## src/rvBusPkg.sv

```systemverilog
//------------------------------------------------
// Wishbone classic bus types shared by the core,
// the arbiter, the RAM and the host port.
// Requests flow master to slave, responses back.
//------------------------------------------------
package rvBusPkg;

   typedef logic [31:0] word_t;
   typedef logic [31:0] addr_t;

   typedef struct packed {
      logic       cyc;
      logic       stb;
      logic       we;
      // Byte lanes, all ones for word accesses
      logic [3:0] sel;
      addr_t      adr;
      word_t      dat;
   } wbReq_t;

   typedef struct packed {
      logic  ack;
      word_t dat;
   } wbRsp_t;

endpackage

```

## src/wbArbiter.sv

```systemverilog
//------------------------------------------------
// Fixed-priority Wishbone classic arbiter for
// three masters onto one slave. Host wins over
// data, data over fetch; the grant is held until
// the owner drops cyc.
//------------------------------------------------
`timescale 1ns/1ps

module wbArbiter
   import rvBusPkg::*;
(
   input  logic   clk,
   input  logic   rst,
   input  wbReq_t hostReq,
   input  wbReq_t dataReq,
   input  wbReq_t fetchReq,
   output wbRsp_t hostRsp,
   output wbRsp_t dataRsp,
   output wbRsp_t fetchRsp,
   output wbReq_t memReq,
   input  wbRsp_t memRsp
);

   // One-hot owner, bit 2 host, bit 1 data, bit 0 fetch
   logic [2:0] owner;
   logic [2:0] pick;
   logic [2:0] cycVec;
   logic [2:0] stbVec;
   logic [2:0] ackVec;

   assign cycVec = {hostReq.cyc, dataReq.cyc, fetchReq.cyc};
   assign stbVec = {hostReq.stb, dataReq.stb, fetchReq.stb};

   always_comb
   begin
      if (cycVec[2])
         pick = 3'b100;
      else if (cycVec[1])
         pick = 3'b010;
      else if (cycVec[0])
         pick = 3'b001;
      else
         pick = 3'b000;
   end

   // Regrant only once the current owner has let go
   always_ff @(posedge clk)
   begin
      if (rst)
         owner <= '0;
      else if ((owner & cycVec) == '0)
         owner <= pick;
   end

   always_comb
   begin
      case (owner)
         3'b100:  memReq = hostReq;
         3'b010:  memReq = dataReq;
         3'b001:  memReq = fetchReq;
         default: memReq = '0;
      endcase
   end

   assign hostRsp = '{ack: memRsp.ack & owner[2], dat: memRsp.dat};
   assign dataRsp = '{ack: memRsp.ack & owner[1], dat: memRsp.dat};
   assign fetchRsp = '{ack: memRsp.ack & owner[0], dat: memRsp.dat};
   assign ackVec = {hostRsp.ack, dataRsp.ack, fetchRsp.ack};

   // An ack goes to one master only, and that master is still strobing
   ackToOwner: assert property (@(posedge clk) disable iff (rst)
      (|ackVec) |-> ($onehot(ackVec) && ((ackVec & stbVec) == ackVec)))
      else $error("ack reached a master that does not own the bus");

endmodule

```

## config.mk

```make
export PLATFORM = sky130hd
export DESIGN_NAME = wbArbiter
export DESIGN_NICKNAME = d
export VERILOG_FILES = /design/src/rvBusPkg.sv /design/src/wbArbiter.sv
export SDC_FILE = /design/constraint.sdc
export NUM_CORES = 1
export LEC_CHECK = 0
export BUFFER_PORTS_ARGS = -buffer_cell sky130_fd_sc_hd__buf_2
export CORE_AREA = 2 2 164 166
export CTS_CLUSTER_SIZE = 20
export DETAILED_ROUTE_END_ITERATION = 8
export DIE_AREA = 0 0 166 168
export SETUP_SLACK_MARGIN = 0.05
export SYNTH_ARGS = -nofsm -noshare
export SYNTH_HDL_FRONTEND = slang
export SYNTH_SLANG_ARGS = --single-unit
```

## constraint.sdc

```tcl
create_clock -name clk -period 2 [get_ports clk]
set_clock_uncertainty 0.1 [all_clocks]
set_input_delay 0.4 -clock clk [delete_from_list [all_inputs] [get_ports clk]]
set_output_delay 0.4 -clock clk [all_outputs]
set_load 0.005 [all_outputs]
```

==> flow_summary.yaml <==
hold_path:
  min_to: "owner[0]$_SDFFE_PP0N_"
  hold_depth: 2
  hold_class: "primary input to flop"
  min_from: "rst"
worst_setup_path:
  worstPathArrival_ps: 1570
  r2r_cells: 5
  slowest_delay_ps: 350
  crit_chain: "buf_6, nor2b_4, buf_8, buf_12, a22oi_1, o21ai_1, buf_2"
  ff2ff_setup_slack_ps: 640
  endpoint_kind: "output pin"
  critPathTopFamily: "buffers and inverters"
  rr_endpoint: "owner[2]$_SDFFE_PP0N_"
  r2r_start: "owner[1]$_SDFFE_PP0N_"
  critPathKind: "flop to output pin"
  path_max_fanout: 27
  cpMaxStageDelayCell: "dfxtp_4"
  worstSetupStartpointType: "flop"
  cp.required_ps: 1500
  cp.buffers_inverters: 4
drt:
  antenna_left: 0
  drc: 0
  viasPerCell: 3.83
  dr.first_iter.drc_count: 146
  detail_route.wl_per_cell_um: 16.6
  wl_um: 15000
  drt_first_pass_iters: 5
  vias: 3454
synth:
  ys.flop_type: "dfxtp_1"
  ys_top_cells_by_count: "buf_4, nand2_1, a22oi_1, o21ai_1, buf_2"
  synth_cells: 367
  syn_area_per_cell_sq_um: 6.14
  seq_area_frac_synth_pct: 2.66
  synth_edf_count: 0
  yosysWarningCount: 0
  async_flop_share_pct: 0
  syn-cell-area_sq_mm: 0.00225
  synth_seq_cells: 3
  synth_top_area_share_pct: 36.0
  yosys.area.top_type: "buf_4"
  synth.most_common_cell: "buf_4"
  syn-num-nets: 615
  synth_area_leaders: "buf_4, a22oi_1, o21ai_1, nand2_1, buf_2"
  synth_cell_type_count: 19
clock_tree:
  htree_num_levels: 1
  cts_tree: "built"
  root_buffer: "clkbuf_16"
  insertion_delay_ps: 230
  cts_buffers: 3
  clkTransAtPathRegs_ps: 30
  clock_path_buffers: 2
  clock-sinks: 3
die:
  dieArea_sq_mm: 0.0279
  die_w_um: 166
  rows: 60
  pin_count: 418
  initial_core_util_pct: 8.56
  die_y_um: 168
  core_area_sq_mm: 0.0264
placed_design:
  gp_congestion: 0.718
  dpl_cell_area_sq_mm: 0.00337
  place_ws_ps: 97.9
  port_buffers: 289
  hpwlAfterDp_um: 8620
  dpl.cell_count: 876
global_routing:
  first_global_vias: 3132
  antenna_found_initial: 1
  grt_start_max_net_pins: 78
  grt_pass1_wl_um: 18900
  grtUsageTotal_pct: 8.92
  overflow: 0
run:
  cap_viol_max_count: 0
power:
  max-vdd-ir-drop_uv: 443
  leakagePower_nw: 1.93
  power.density_mw_per_mm2: 306
timing:
  worst_pin_slew_ps: 369
  fmax_mhz: 484
  fin_crit_sh_pct: 103
  slew_violations: 0
  setup_violations: 53
  final.min_clock_period_ps: 2070
  hold_slack_ps: 260
  rsz0062_at_grt: "true"
  hold_viol_final: 0
  setup_slack_ps: -67.6
  maxSlewHeadroom_pct: 75.4
finish:
  area_growth_pct: 83.0
  largest_register_ffs: 3
  multi_input_area_sq_mm: 0.00144
  fin_nets: 811
  utilization_pct: 15.7
  instances_no_fill: 903
  reg_top3: "owner: 3 flops"
  regArea_sq_um: 68.8
  num_antenna_cells: 0
  drive_gt1_share_pct: 64.6
  final_area_sq_mm: 0.00413
  largest_register: "owner"
  fillers: 3032
outcome:
  violations: "setup timing"
  status: "complete, but fails checks"
[worst max-delay path by stage]
stage                               start         end  slack, ps  cells after the start
floorplan           owner[0]$_SDFFE_PP0N_  memReq[53]        350                      6
global placement    owner[0]$_SDFFE_PP0N_  memReq[22]        150                      6
CTS                 owner[0]$_SDFFE_PP0N_  memReq[66]        -60                      8
global route        owner[0]$_SDFFE_PP0N_  memReq[36]       -150                      8
detailed placement  owner[0]$_SDFFE_PP0N_  memReq[22]        100                      6
finish              owner[0]$_SDFFE_PP0N_  memReq[46]        -70                      7
[cell families after synthesis]
group,synth area share (%)
and+or+nand+nor,15.1
DFF,2.66
muxes,0.444
AOI/OAI and AO/OA,41.3
buffers and inverters,40.5
[cell type report]
type                       instances  area share, %
timing repair buffer             321           51.2
multi-input combinational        234           34.9
clock buffer                       4           1.91
sequential                         3           1.67
tap                              341           10.3
[repair_timing]
| action | CTS | global route |
|---|---|---|
| hold buffers | 0 | 0 |
| resized for setup | 31 | 24 |
| endpoints found under the setup margin | 70 | 71 |
| cloned | 8 | 7 |
| setup buffers | 8 | 1 |
| pin swaps | 6 | 10 |
[cell usage in the layout, fill, tap and decap left out, drive strengths merged, types with 2 or more instances in the layout]
cell,instances
a22oi,71
o21ai,73
nor2,2
dfxtp,3
nand3,2
clkbuf,10
and2,3
nand2,74
a21oi,2
buf,315
[where the power goes]
group	switching, mW	internal (mW)	leakage (nW)
logic	0.403	0.468	1.86
clock network	0.0615	0.264	0.0382
registers	0.00389	0.0629	0.0264
[metrics by stage]
step / total power, mW / TNS (ps)
after floorplan: 0.487 / 0
after global placement: 0.718 / 0
after detailed placement: 0.733 / 0
after CTS: 1.22 / -1640
after global routing: 1.36 / -6480
final: 1.26 / -1190
[layer usage]
layer | up-vias | global-route usage, % | part of all wire, %
met2 | 259 | 13.7 | 44
met3 | 42 | 2.66 | 10
met1 | 1549 | 11.9 | 43
li1 | 1602 | - | -
met5 | - | 0 | 0.087
met4 | 2 | 2.95 | 3.2
(Power assumes the default switching activity.)
