File: src/rvBusPkg.sv
//------------------------------------------------
// Wishbone classic bus types shared by the core,
// the arbiter, the RAM and the host port.
// Requests flow master to slave, responses back.
//------------------------------------------------
package rvBusPkg;

   typedef logic [31:0] word_t;
   typedef logic [31:0] addr_t;

   typedef struct packed {
      logic       cyc;
      logic       stb;
      logic       we;
      // Byte lanes, all ones for word accesses
      logic [3:0] sel;
      addr_t      adr;
      word_t      dat;
   } wbReq_t;

   typedef struct packed {
      logic  ack;
      word_t dat;
   } wbRsp_t;

endpackage

File: src/rvIsaPkg.sv
//------------------------------------------------
// RV32I instruction-set definitions for the core.
// Major opcodes, ALU operations, writeback
// sources and the decoded-instruction bundle that
// travels from the decoder to execute and control.
//------------------------------------------------
package rvIsaPkg;

   typedef logic [31:0] inst_t;
   typedef logic [4:0]  regIdx_t;

   // Major opcodes, bits [6:0] of the instruction
   typedef enum logic [6:0] {
      OPC_LUI    = 7'b0110111,
      OPC_AUIPC  = 7'b0010111,
      OPC_JAL    = 7'b1101111,
      OPC_JALR   = 7'b1100111,
      OPC_BRANCH = 7'b1100011,
      OPC_LOAD   = 7'b0000011,
      OPC_STORE  = 7'b0100011,
      OPC_OPIMM  = 7'b0010011,
      OPC_OP     = 7'b0110011,
      OPC_SYSTEM = 7'b1110011
   } opcode_t;

   typedef enum logic [3:0] {
      ALU_ADD, ALU_SUB, ALU_SLL, ALU_SLT, ALU_SLTU, ALU_XOR,
      ALU_SRL, ALU_SRA, ALU_OR, ALU_AND, ALU_PASSB
   } aluOp_t;

   typedef enum logic [1:0] {
      WB_ALU, WB_MEM, WB_LINK
   } wbSel_t;

   typedef struct packed {
      regIdx_t     rs1;
      regIdx_t     rs2;
      regIdx_t     rd;
      logic [31:0] imm;
      aluOp_t      aluOp;
      logic        srcAPc;
      logic        srcBImm;
      logic        isBranch;
      logic [2:0]  funct3;
      logic        isJal;
      logic        isJalr;
      logic        isLoad;
      logic        isStore;
      logic        regWrite;
      wbSel_t      wbSel;
      logic        isHalt;
      logic        illegal;
   } decoded_t;

endpackage

File: src/rvDecode.sv
//------------------------------------------------
// Combinational RV32I decoder. Splits a fetched
// instruction into register fields, builds the
// immediate and selects the datapath controls.
//------------------------------------------------
`timescale 1ns/1ps

module rvDecode
   import rvBusPkg::*;
   import rvIsaPkg::*;
(
   input  inst_t    inst,
   output decoded_t dec
);

   opcode_t    opcode;
   logic [2:0] funct3;
   word_t      immI;
   word_t      immS;
   word_t      immB;
   word_t      immU;
   word_t      immJ;

   function automatic aluOp_t aluFromFunct3(input logic [2:0] f3, input logic alt);
      case (f3)
         3'b000:  aluFromFunct3 = alt ? ALU_SUB : ALU_ADD;
         3'b001:  aluFromFunct3 = ALU_SLL;
         3'b010:  aluFromFunct3 = ALU_SLT;
         3'b011:  aluFromFunct3 = ALU_SLTU;
         3'b100:  aluFromFunct3 = ALU_XOR;
         3'b101:  aluFromFunct3 = alt ? ALU_SRA : ALU_SRL;
         3'b110:  aluFromFunct3 = ALU_OR;
         default: aluFromFunct3 = ALU_AND;
      endcase
   endfunction

   assign opcode = opcode_t'(inst[6:0]);
   assign funct3 = inst[14:12];

   // Immediate formats, all sign extended from bit 31
   assign immI = {{20{inst[31]}}, inst[31:20]};
   assign immS = {{20{inst[31]}}, inst[31:25], inst[11:7]};
   assign immB = {{19{inst[31]}}, inst[31], inst[7], inst[30:25], inst[11:8], 1'b0};
   assign immU = {inst[31:12], 12'b0};
   assign immJ = {{11{inst[31]}}, inst[31], inst[19:12], inst[20], inst[30:21], 1'b0};

   always_comb
   begin
      dec = '0;
      dec.rs1 = inst[19:15];
      dec.rs2 = inst[24:20];
      dec.rd = inst[11:7];
      dec.funct3 = funct3;
      dec.aluOp = ALU_ADD;
      dec.wbSel = WB_ALU;
      case (opcode)
         OPC_LUI:
         begin
            dec.imm = immU;
            dec.aluOp = ALU_PASSB;
            dec.srcBImm = 1'b1;
            dec.regWrite = 1'b1;
         end
         OPC_AUIPC:
         begin
            dec.imm = immU;
            dec.srcAPc = 1'b1;
            dec.srcBImm = 1'b1;
            dec.regWrite = 1'b1;
         end
         OPC_JAL:
         begin
            dec.imm = immJ;
            dec.isJal = 1'b1;
            dec.regWrite = 1'b1;
            dec.wbSel = WB_LINK;
         end
         OPC_JALR:
         begin
            dec.imm = immI;
            dec.srcBImm = 1'b1;
            dec.isJalr = 1'b1;
            dec.regWrite = 1'b1;
            dec.wbSel = WB_LINK;
         end
         OPC_BRANCH:
         begin
            dec.imm = immB;
            dec.isBranch = 1'b1;
         end
         OPC_LOAD:
         begin
            dec.imm = immI;
            dec.srcBImm = 1'b1;
            dec.isLoad = 1'b1;
            dec.regWrite = 1'b1;
            dec.wbSel = WB_MEM;
            // Only LW exists on this core
            dec.illegal = (funct3 != 3'b010);
         end
         OPC_STORE:
         begin
            dec.imm = immS;
            dec.srcBImm = 1'b1;
            dec.isStore = 1'b1;
            dec.illegal = (funct3 != 3'b010);
         end
         OPC_OPIMM:
         begin
            dec.imm = immI;
            dec.srcBImm = 1'b1;
            // Bit 30 selects SRAI only, elsewhere it is immediate
            dec.aluOp = aluFromFunct3(funct3, (funct3 == 3'b101) && inst[30]);
            dec.regWrite = 1'b1;
         end
         OPC_OP:
         begin
            dec.aluOp = aluFromFunct3(funct3, inst[30]);
            dec.regWrite = 1'b1;
         end
         OPC_SYSTEM:
         begin
            dec.isHalt = (inst == 32'h0010_0073);
            dec.illegal = (inst != 32'h0010_0073);
         end
         default:
            dec.illegal = 1'b1;
      endcase
   end

endmodule

File: src/rvExecute.sv
//------------------------------------------------
// Execute stage of the multi-cycle core. Selects
// ALU operands, resolves branches and computes
// the next PC and the link value for jumps.
//------------------------------------------------
`timescale 1ns/1ps

module rvExecute
   import rvBusPkg::*;
   import rvIsaPkg::*;
(
   input  decoded_t dec,
   input  addr_t    pc,
   input  word_t    rs1Val,
   input  word_t    rs2Val,
   output word_t    aluOut,
   output addr_t    nextPc,
   output word_t    linkVal
);

   word_t opA;
   word_t opB;
   addr_t pcPlus4;
   addr_t target;
   logic  taken;

   assign opA = dec.srcAPc ? pc : rs1Val;
   assign opB = dec.srcBImm ? dec.imm : rs2Val;

   always_comb
   begin
      case (dec.aluOp)
         ALU_ADD:   aluOut = opA + opB;
         ALU_SUB:   aluOut = opA - opB;
         ALU_SLL:   aluOut = opA << opB[4:0];
         ALU_SLT:   aluOut = {31'b0, $signed(opA) < $signed(opB)};
         ALU_SLTU:  aluOut = {31'b0, opA < opB};
         ALU_XOR:   aluOut = opA ^ opB;
         ALU_SRL:   aluOut = opA >> opB[4:0];
         ALU_SRA:   aluOut = word_t'($signed(opA) >>> opB[4:0]);
         ALU_OR:    aluOut = opA | opB;
         ALU_AND:   aluOut = opA & opB;
         ALU_PASSB: aluOut = opB;
         default:   aluOut = '0;
      endcase
   end

   // Branch condition compares the raw register values
   always_comb
   begin
      case (dec.funct3)
         3'b000:  taken = (rs1Val == rs2Val);
         3'b001:  taken = (rs1Val != rs2Val);
         3'b100:  taken = ($signed(rs1Val) < $signed(rs2Val));
         3'b101:  taken = ($signed(rs1Val) >= $signed(rs2Val));
         3'b110:  taken = (rs1Val < rs2Val);
         3'b111:  taken = (rs1Val >= rs2Val);
         default: taken = 1'b0;
      endcase
   end

   assign pcPlus4 = pc + 32'd4;
   assign target = pc + dec.imm;
   assign linkVal = pcPlus4;

   always_comb
   begin
      if (dec.isJalr)
         nextPc = {aluOut[31:1], 1'b0};
      else if (dec.isJal || (dec.isBranch && taken))
         nextPc = target;
      else
         nextPc = pcPlus4;
   end

endmodule

File: src/rvRegFile.sv
//------------------------------------------------
// Integer register file, 32 x 32 bits.
// Two asynchronous read ports, one clocked write
// port; x0 always reads as zero.
//------------------------------------------------
`timescale 1ns/1ps

module rvRegFile
   import rvBusPkg::*;
   import rvIsaPkg::*;
(
   input  logic    clk,
   input  regIdx_t rs1,
   input  regIdx_t rs2,
   input  logic    we,
   input  regIdx_t rd,
   input  word_t   wd,
   output word_t   rs1Val,
   output word_t   rs2Val
);

   word_t regs [32];

   always_ff @(posedge clk)
   begin
      if (we && (rd != '0))
         regs[rd] <= wd;
   end

   assign rs1Val = (rs1 == '0) ? '0 : regs[rs1];
   assign rs2Val = (rs2 == '0) ? '0 : regs[rs2];

   // The core filters writes to x0 before they get here
   noWriteToZero: assert property (@(posedge clk) we |-> (rd != '0))
      else $error("register write to x0 with we high");

endmodule

File: src/rvCore.sv
//------------------------------------------------
// Multi-cycle RV32I core with one instruction in
// flight. Fetch and load/store are two Wishbone
// classic masters; the core waits for run, starts
// at ResetPc and halts on EBREAK or illegal code.
//------------------------------------------------
`timescale 1ns/1ps

module rvCore
   import rvBusPkg::*;
   import rvIsaPkg::*;
#(
   parameter addr_t ResetPc = '0
)
(
   input  logic   clk,
   input  logic   rst,
   input  logic   run,
   output wbReq_t fetchReq,
   input  wbRsp_t fetchRsp,
   output wbReq_t dataReq,
   input  wbRsp_t dataRsp,
   output logic   halted
);

   typedef enum logic [2:0] {
      IDLE, FETCH, EXEC, MEM, WB, HALT
   } coreState_t;

   coreState_t state;
   addr_t      pc;
   inst_t      instReg;
   decoded_t   dec;
   word_t      rs1Val;
   word_t      rs2Val;
   word_t      aluOut;
   addr_t      nextPc;
   word_t      linkVal;
   word_t      aluReg;
   addr_t      nextPcReg;
   word_t      linkReg;
   word_t      memData;
   word_t      wbData;
   logic       regWe;

   rvDecode decode (
      .inst (instReg),
      .dec  (dec)
   );

   rvRegFile regFile (
      .clk    (clk),
      .rs1    (dec.rs1),
      .rs2    (dec.rs2),
      .we     (regWe),
      .rd     (dec.rd),
      .wd     (wbData),
      .rs1Val (rs1Val),
      .rs2Val (rs2Val)
   );

   rvExecute execute (
      .dec     (dec),
      .pc      (pc),
      .rs1Val  (rs1Val),
      .rs2Val  (rs2Val),
      .aluOut  (aluOut),
      .nextPc  (nextPc),
      .linkVal (linkVal)
   );

   // Controller
   always_ff @(posedge clk)
   begin
      if (rst)
      begin
         state <= IDLE;
         pc <= ResetPc;
      end
      else
      begin
         case (state)
            IDLE:
               if (run)
                  state <= FETCH;
            FETCH:
               if (fetchRsp.ack)
                  state <= EXEC;
            EXEC:
            begin
               if (dec.illegal || dec.isHalt)
                  state <= HALT;
               else if (dec.isLoad || dec.isStore)
                  state <= MEM;
               else
                  state <= WB;
            end
            MEM:
               if (dataRsp.ack)
                  state <= WB;
            WB:
            begin
               pc <= nextPcReg;
               state <= FETCH;
            end
            default:
               state <= HALT;
         endcase
      end
   end

   // Instruction and execute results, held until writeback
   always_ff @(posedge clk)
   begin
      if (state == FETCH && fetchRsp.ack)
         instReg <= fetchRsp.dat;
      if (state == EXEC)
      begin
         aluReg <= aluOut;
         nextPcReg <= nextPc;
         linkReg <= linkVal;
      end
      if (state == MEM && dataRsp.ack)
         memData <= dataRsp.dat;
   end

   // Both masters raise cyc only in their own state
   always_comb
   begin
      fetchReq = '0;
      fetchReq.cyc = (state == FETCH);
      fetchReq.stb = (state == FETCH);
      fetchReq.sel = 4'hF;
      fetchReq.adr = pc;

      dataReq = '0;
      dataReq.cyc = (state == MEM);
      dataReq.stb = (state == MEM);
      dataReq.we = dec.isStore;
      dataReq.sel = 4'hF;
      dataReq.adr = aluReg;
      dataReq.dat = rs2Val;
   end

   always_comb
   begin
      case (dec.wbSel)
         WB_MEM:  wbData = memData;
         WB_LINK: wbData = linkReg;
         default: wbData = aluReg;
      endcase
   end

   assign regWe = (state == WB) && dec.regWrite && (dec.rd != '0);
   assign halted = (state == HALT);

   // The shared RAM port must never see both core masters at once
   oneMasterActive: assert property (@(posedge clk) disable iff (rst)
      (fetchReq.cyc || fetchRsp.ack) |-> !(dataReq.cyc || dataRsp.ack))
      else $error("fetch and data transfers active together");

   dataAligned: assert property (@(posedge clk) disable iff (rst)
      dataReq.stb |-> (dataReq.adr[1:0] == 2'b00))
      else $error("misaligned data address %h", dataReq.adr);

endmodule

File: config.mk
export PLATFORM = sky130hd
export DESIGN_NAME = rvCore
export DESIGN_NICKNAME = d
export VERILOG_FILES = /design/src/rvBusPkg.sv /design/src/rvIsaPkg.sv /design/src/rvDecode.sv /design/src/rvExecute.sv /design/src/rvRegFile.sv /design/src/rvCore.sv
export SDC_FILE = /design/constraint.sdc
export NUM_CORES = 2
export LEC_CHECK = 0
export BUFFER_PORTS_ARGS = -buffer_cell sky130_fd_sc_hd__buf_2
export CAP_MARGIN = 40
export CORE_ASPECT_RATIO = 1.25
export CORE_MARGIN = 4
export CORE_UTILIZATION = 35
export CTS_CLUSTER_DIAMETER = 100
export DETAILED_ROUTE_END_ITERATION = 7
export GPL_TIMING_DRIVEN = 1
export PLACE_DENSITY = 0.49
export SLEW_MARGIN = 30
export SYNTH_ARGS = -nofsm -noshare
export SYNTH_HDL_FRONTEND = slang
export SYNTH_SLANG_ARGS = --single-unit
File: constraint.sdc
create_clock -name clk -period 9.7 [get_ports clk]
set_clock_uncertainty 0.05 [all_clocks]
set_input_delay 2.91 -clock clk [delete_from_list [all_inputs] [get_ports clk]]
set_output_delay 2.91 -clock clk [all_outputs]
set_load 0.02 [all_outputs]
==> impl_metrics.ini <==
[sta]
fmax_mhz = 125
slew_headroom = 0.354
period_share = 0.824
fin_setup_tns_ps = 0
final-hold-violation-count = 0
rsz0062_at_grt = no
worstMarginPinSlew_ps = 969
fin_crit_ps = 8000
maxSlewViolCount = 0
setup_viol = 0

[route]
vias = 49700
wl_per_cell_um = 35.5
drtIter0Drc = 5449
wirelength_um = 289000
drc_errors = 0
postRouteAntennaNets = 0
via_per_inst = 6.11
firstDrtPassIters = 6

[finish]
multi_input_area_sq_um = 30700
final_layout_size_suffix_gt1_frac = 0.216
final_nets = 5680
fill_cells = 18500
stdcell_count = 8134
ff_latch_area_sq_um = 36500
area_growth_pct = 14.2

[yosys]
syn-cell-area_sq_um = 69300
netlist.area_leader.share = 0.513
ys_seq_area_frac = 0.526
async_flop_share = 0
ys.flop_type = edfxtp_1
yosys_register_bits = 1229
synthTopCellsByCount = edfxtp_1 (1,184), mux2i_1 (601), nand2_1 (386)
yosysWarningCount = 0
synthTopCellsByArea = edfxtp_1 (51%), mux4_2 (11%), mux2i_1 (8.7%)
synth_edf_count = 1184
ys_types = 103
syn_inst = 5174
yosysTopAreaCell = edfxtp_1
syn_area_per_cell_sq_um = 13.4
synth.most_common_cell = edfxtp_1

[global_routing]
antenna_found_initial = 14
grt_pass1_vias = 49400
grt_pass1_wl_um = 397000
grt_max_degree = 80
grtUsageTotal = 0.275
grt-ovfl-total = 0

[floorplanning]
dieArea_sq_um = 205000
io-pin-count = 212
std_cell_rows = 182
core_area_sq_um = 197000
start_util = 0.352
die_h_um = 505
dieWidth_um = 406

[hold_path]
holdPathStages = 2
hold_path_class = flip-flop to flip-flop
hold_end = pc[5]$_SDFFE_PP0N_
hp-start = nextPcReg[5]$_DFFE_PP_

[worst_setup_path]
end_kind = flip-flop
reg2reg_slack_ps = 1700
rr_endpoint = aluReg[24]$_DFFE_PP_
critPathLaunchType = flip-flop
critical_path_class = flip-flop to flip-flop
crit_fanout = 47
critPathRequiredTime_ps = 10060
reg2reg_depth = 20
critPathArrivalTime_ps = 8360

[job]
drv_cap = 0

[clock_network]
cts_tree = yes
clk_pin_slew_ps = 70
clock_latency_ps = 790
cts_setup_buffers = 0
cts_buffers = 134
cts_max_level = 4
cts_root_buf = clkbuf_16
ctsResizeCount = 0
clock-sinks = 1229
cts_hold_buf = 0
clock_path_buffers = 3

[placed_design]
portBuffers = 170
gp_congestion = 1.05
hpwl_um = 205000
dp.cells = 7876

[power]
peakVddDrop_mv = 0.178
cellLeakagePower_uw = 0.0286
power_density_nw_per_um2 = 191

[outcome]
status = completed
==> cell families after synthesis <==
logic type,share of synthesized area
AO/OA/AOI/OAI,0.112
XOR/XNOR,0.00797
flip-flops,0.526
AND/OR/NAND/NOR,0.0665
adder cells (fa/ha/maj),0.0309
multiplexers,0.214
buffers and inverters,0.0428
other,0.000108
==> metal layers <==
metal	track usage	share of wire	vias to the layer above
li1	-	-	20900
met1	0.340	0.39	26000
met2	0.463	0.49	2201
met3	0.0354	0.058	560
met4	0.154	0.066	0
met5	0	0	-
==> layout make-up <==
cell class	count	share of cell area
clock buffers	166	0.0463
flip-flops and latches	1229	0.461
clock inverters	77	0.00977
repair buffers	458	0.0450
well taps	2576	0.0407
diodes	9	0.000285
inverters	176	0.00838
multi-input cells	3443	0.388
==> critical path, cell delays in order, from the launching register on <==
cell and delay [ps]:
dfxtp_4 860, buf_12 410, buf_4 330, mux4_2 330, mux2i_1 220, a21oi_1 100
a22oi_1 450, inv_1 150, ha_1 280, fa_1 480, nor2b_1 150, o21ai_0 240
a21o_1 200, a21oi_1 170, a21o_1 300, a31oi_2 640, o21ai_0 350, a221o_1 420
a221o_1 360, a221oi_2 580, o211ai_1 400
==> registers in the layout (all words and copies together), names as in the netlist, named ones only <==
register      count
instReg          32
state             3
pc               32
nextPcReg        32
memData          32
regFile.regs   1024
aluReg           32
linkReg          32
==> where the power goes <==
part,internal [uW],switching [uW],leakage [uW]
Sequential,5940,71.3,0.0111
Combinational,1300,2580,0.0154
Clock,3040,2210,0.00217
==> cell usage in the layout, fill, tap and decap left out, types with 56 or more instances in the layout <==
master / netlist / routed
a21o_1: 67 / 67
a21oi_1: 295 / 294
a22oi_1: 270 / 270
a31oi_1: 72 / 69
buf_2: 86 / 176
buf_4: 108 / 233
clkbuf_16: 0 / 141
conb_1: 2 / 73
edfxtp_1: 1184 / 1184
ha_1: 166 / 164
inv_1: 164 / 164
mux2i_1: 601 / 600
mux4_2: 352 / 352
nand2_1: 386 / 385
nand2b_1: 58 / 56
nand3_1: 72 / 72
nor2_1: 201 / 165
o21ai_0: 154 / 120
==> how the worst max path moves through the flow <==
stage | from | end
6_report | flip-flop | aluReg[24]$_DFFE_PP_
5_1_grt | flip-flop | aluReg[24]$_DFFE_PP_
4_1_cts | flip-flop | aluReg[24]$_DFFE_PP_
3_5_place_dp | flip-flop | aluReg[24]$_DFFE_PP_
3_3_place_gp | flip-flop | aluReg[24]$_DFFE_PP_
2_1_floorplan | state[1]$_SDFFE_PP0P_ | aluReg[0]$_DFFE_PP_
==> metrics by stage <==
| step | total power, uW | hold WS (ps) | setup WS (ps) | util | instance area [sq um] |
|---|---|---|---|---|---|
| finish | 15100 | 450 | 1700 | 0.402 | 79100 |
| global route | 15600 | 487 | 1400 | 0.402 | 79100 |
| CTS | 15200 | 450 | 1640 | 0.401 | 79000 |
| detailed placement | 9910 | 435 | 1690 | 0.379 | 74500 |
| global placement | 9890 | 425 | 1700 | 0.376 | 73900 |
| floorplan | 8410 | 421 | 1340 | - | 69500 |
No activity file was read; power rests on OpenSTA's default activity.
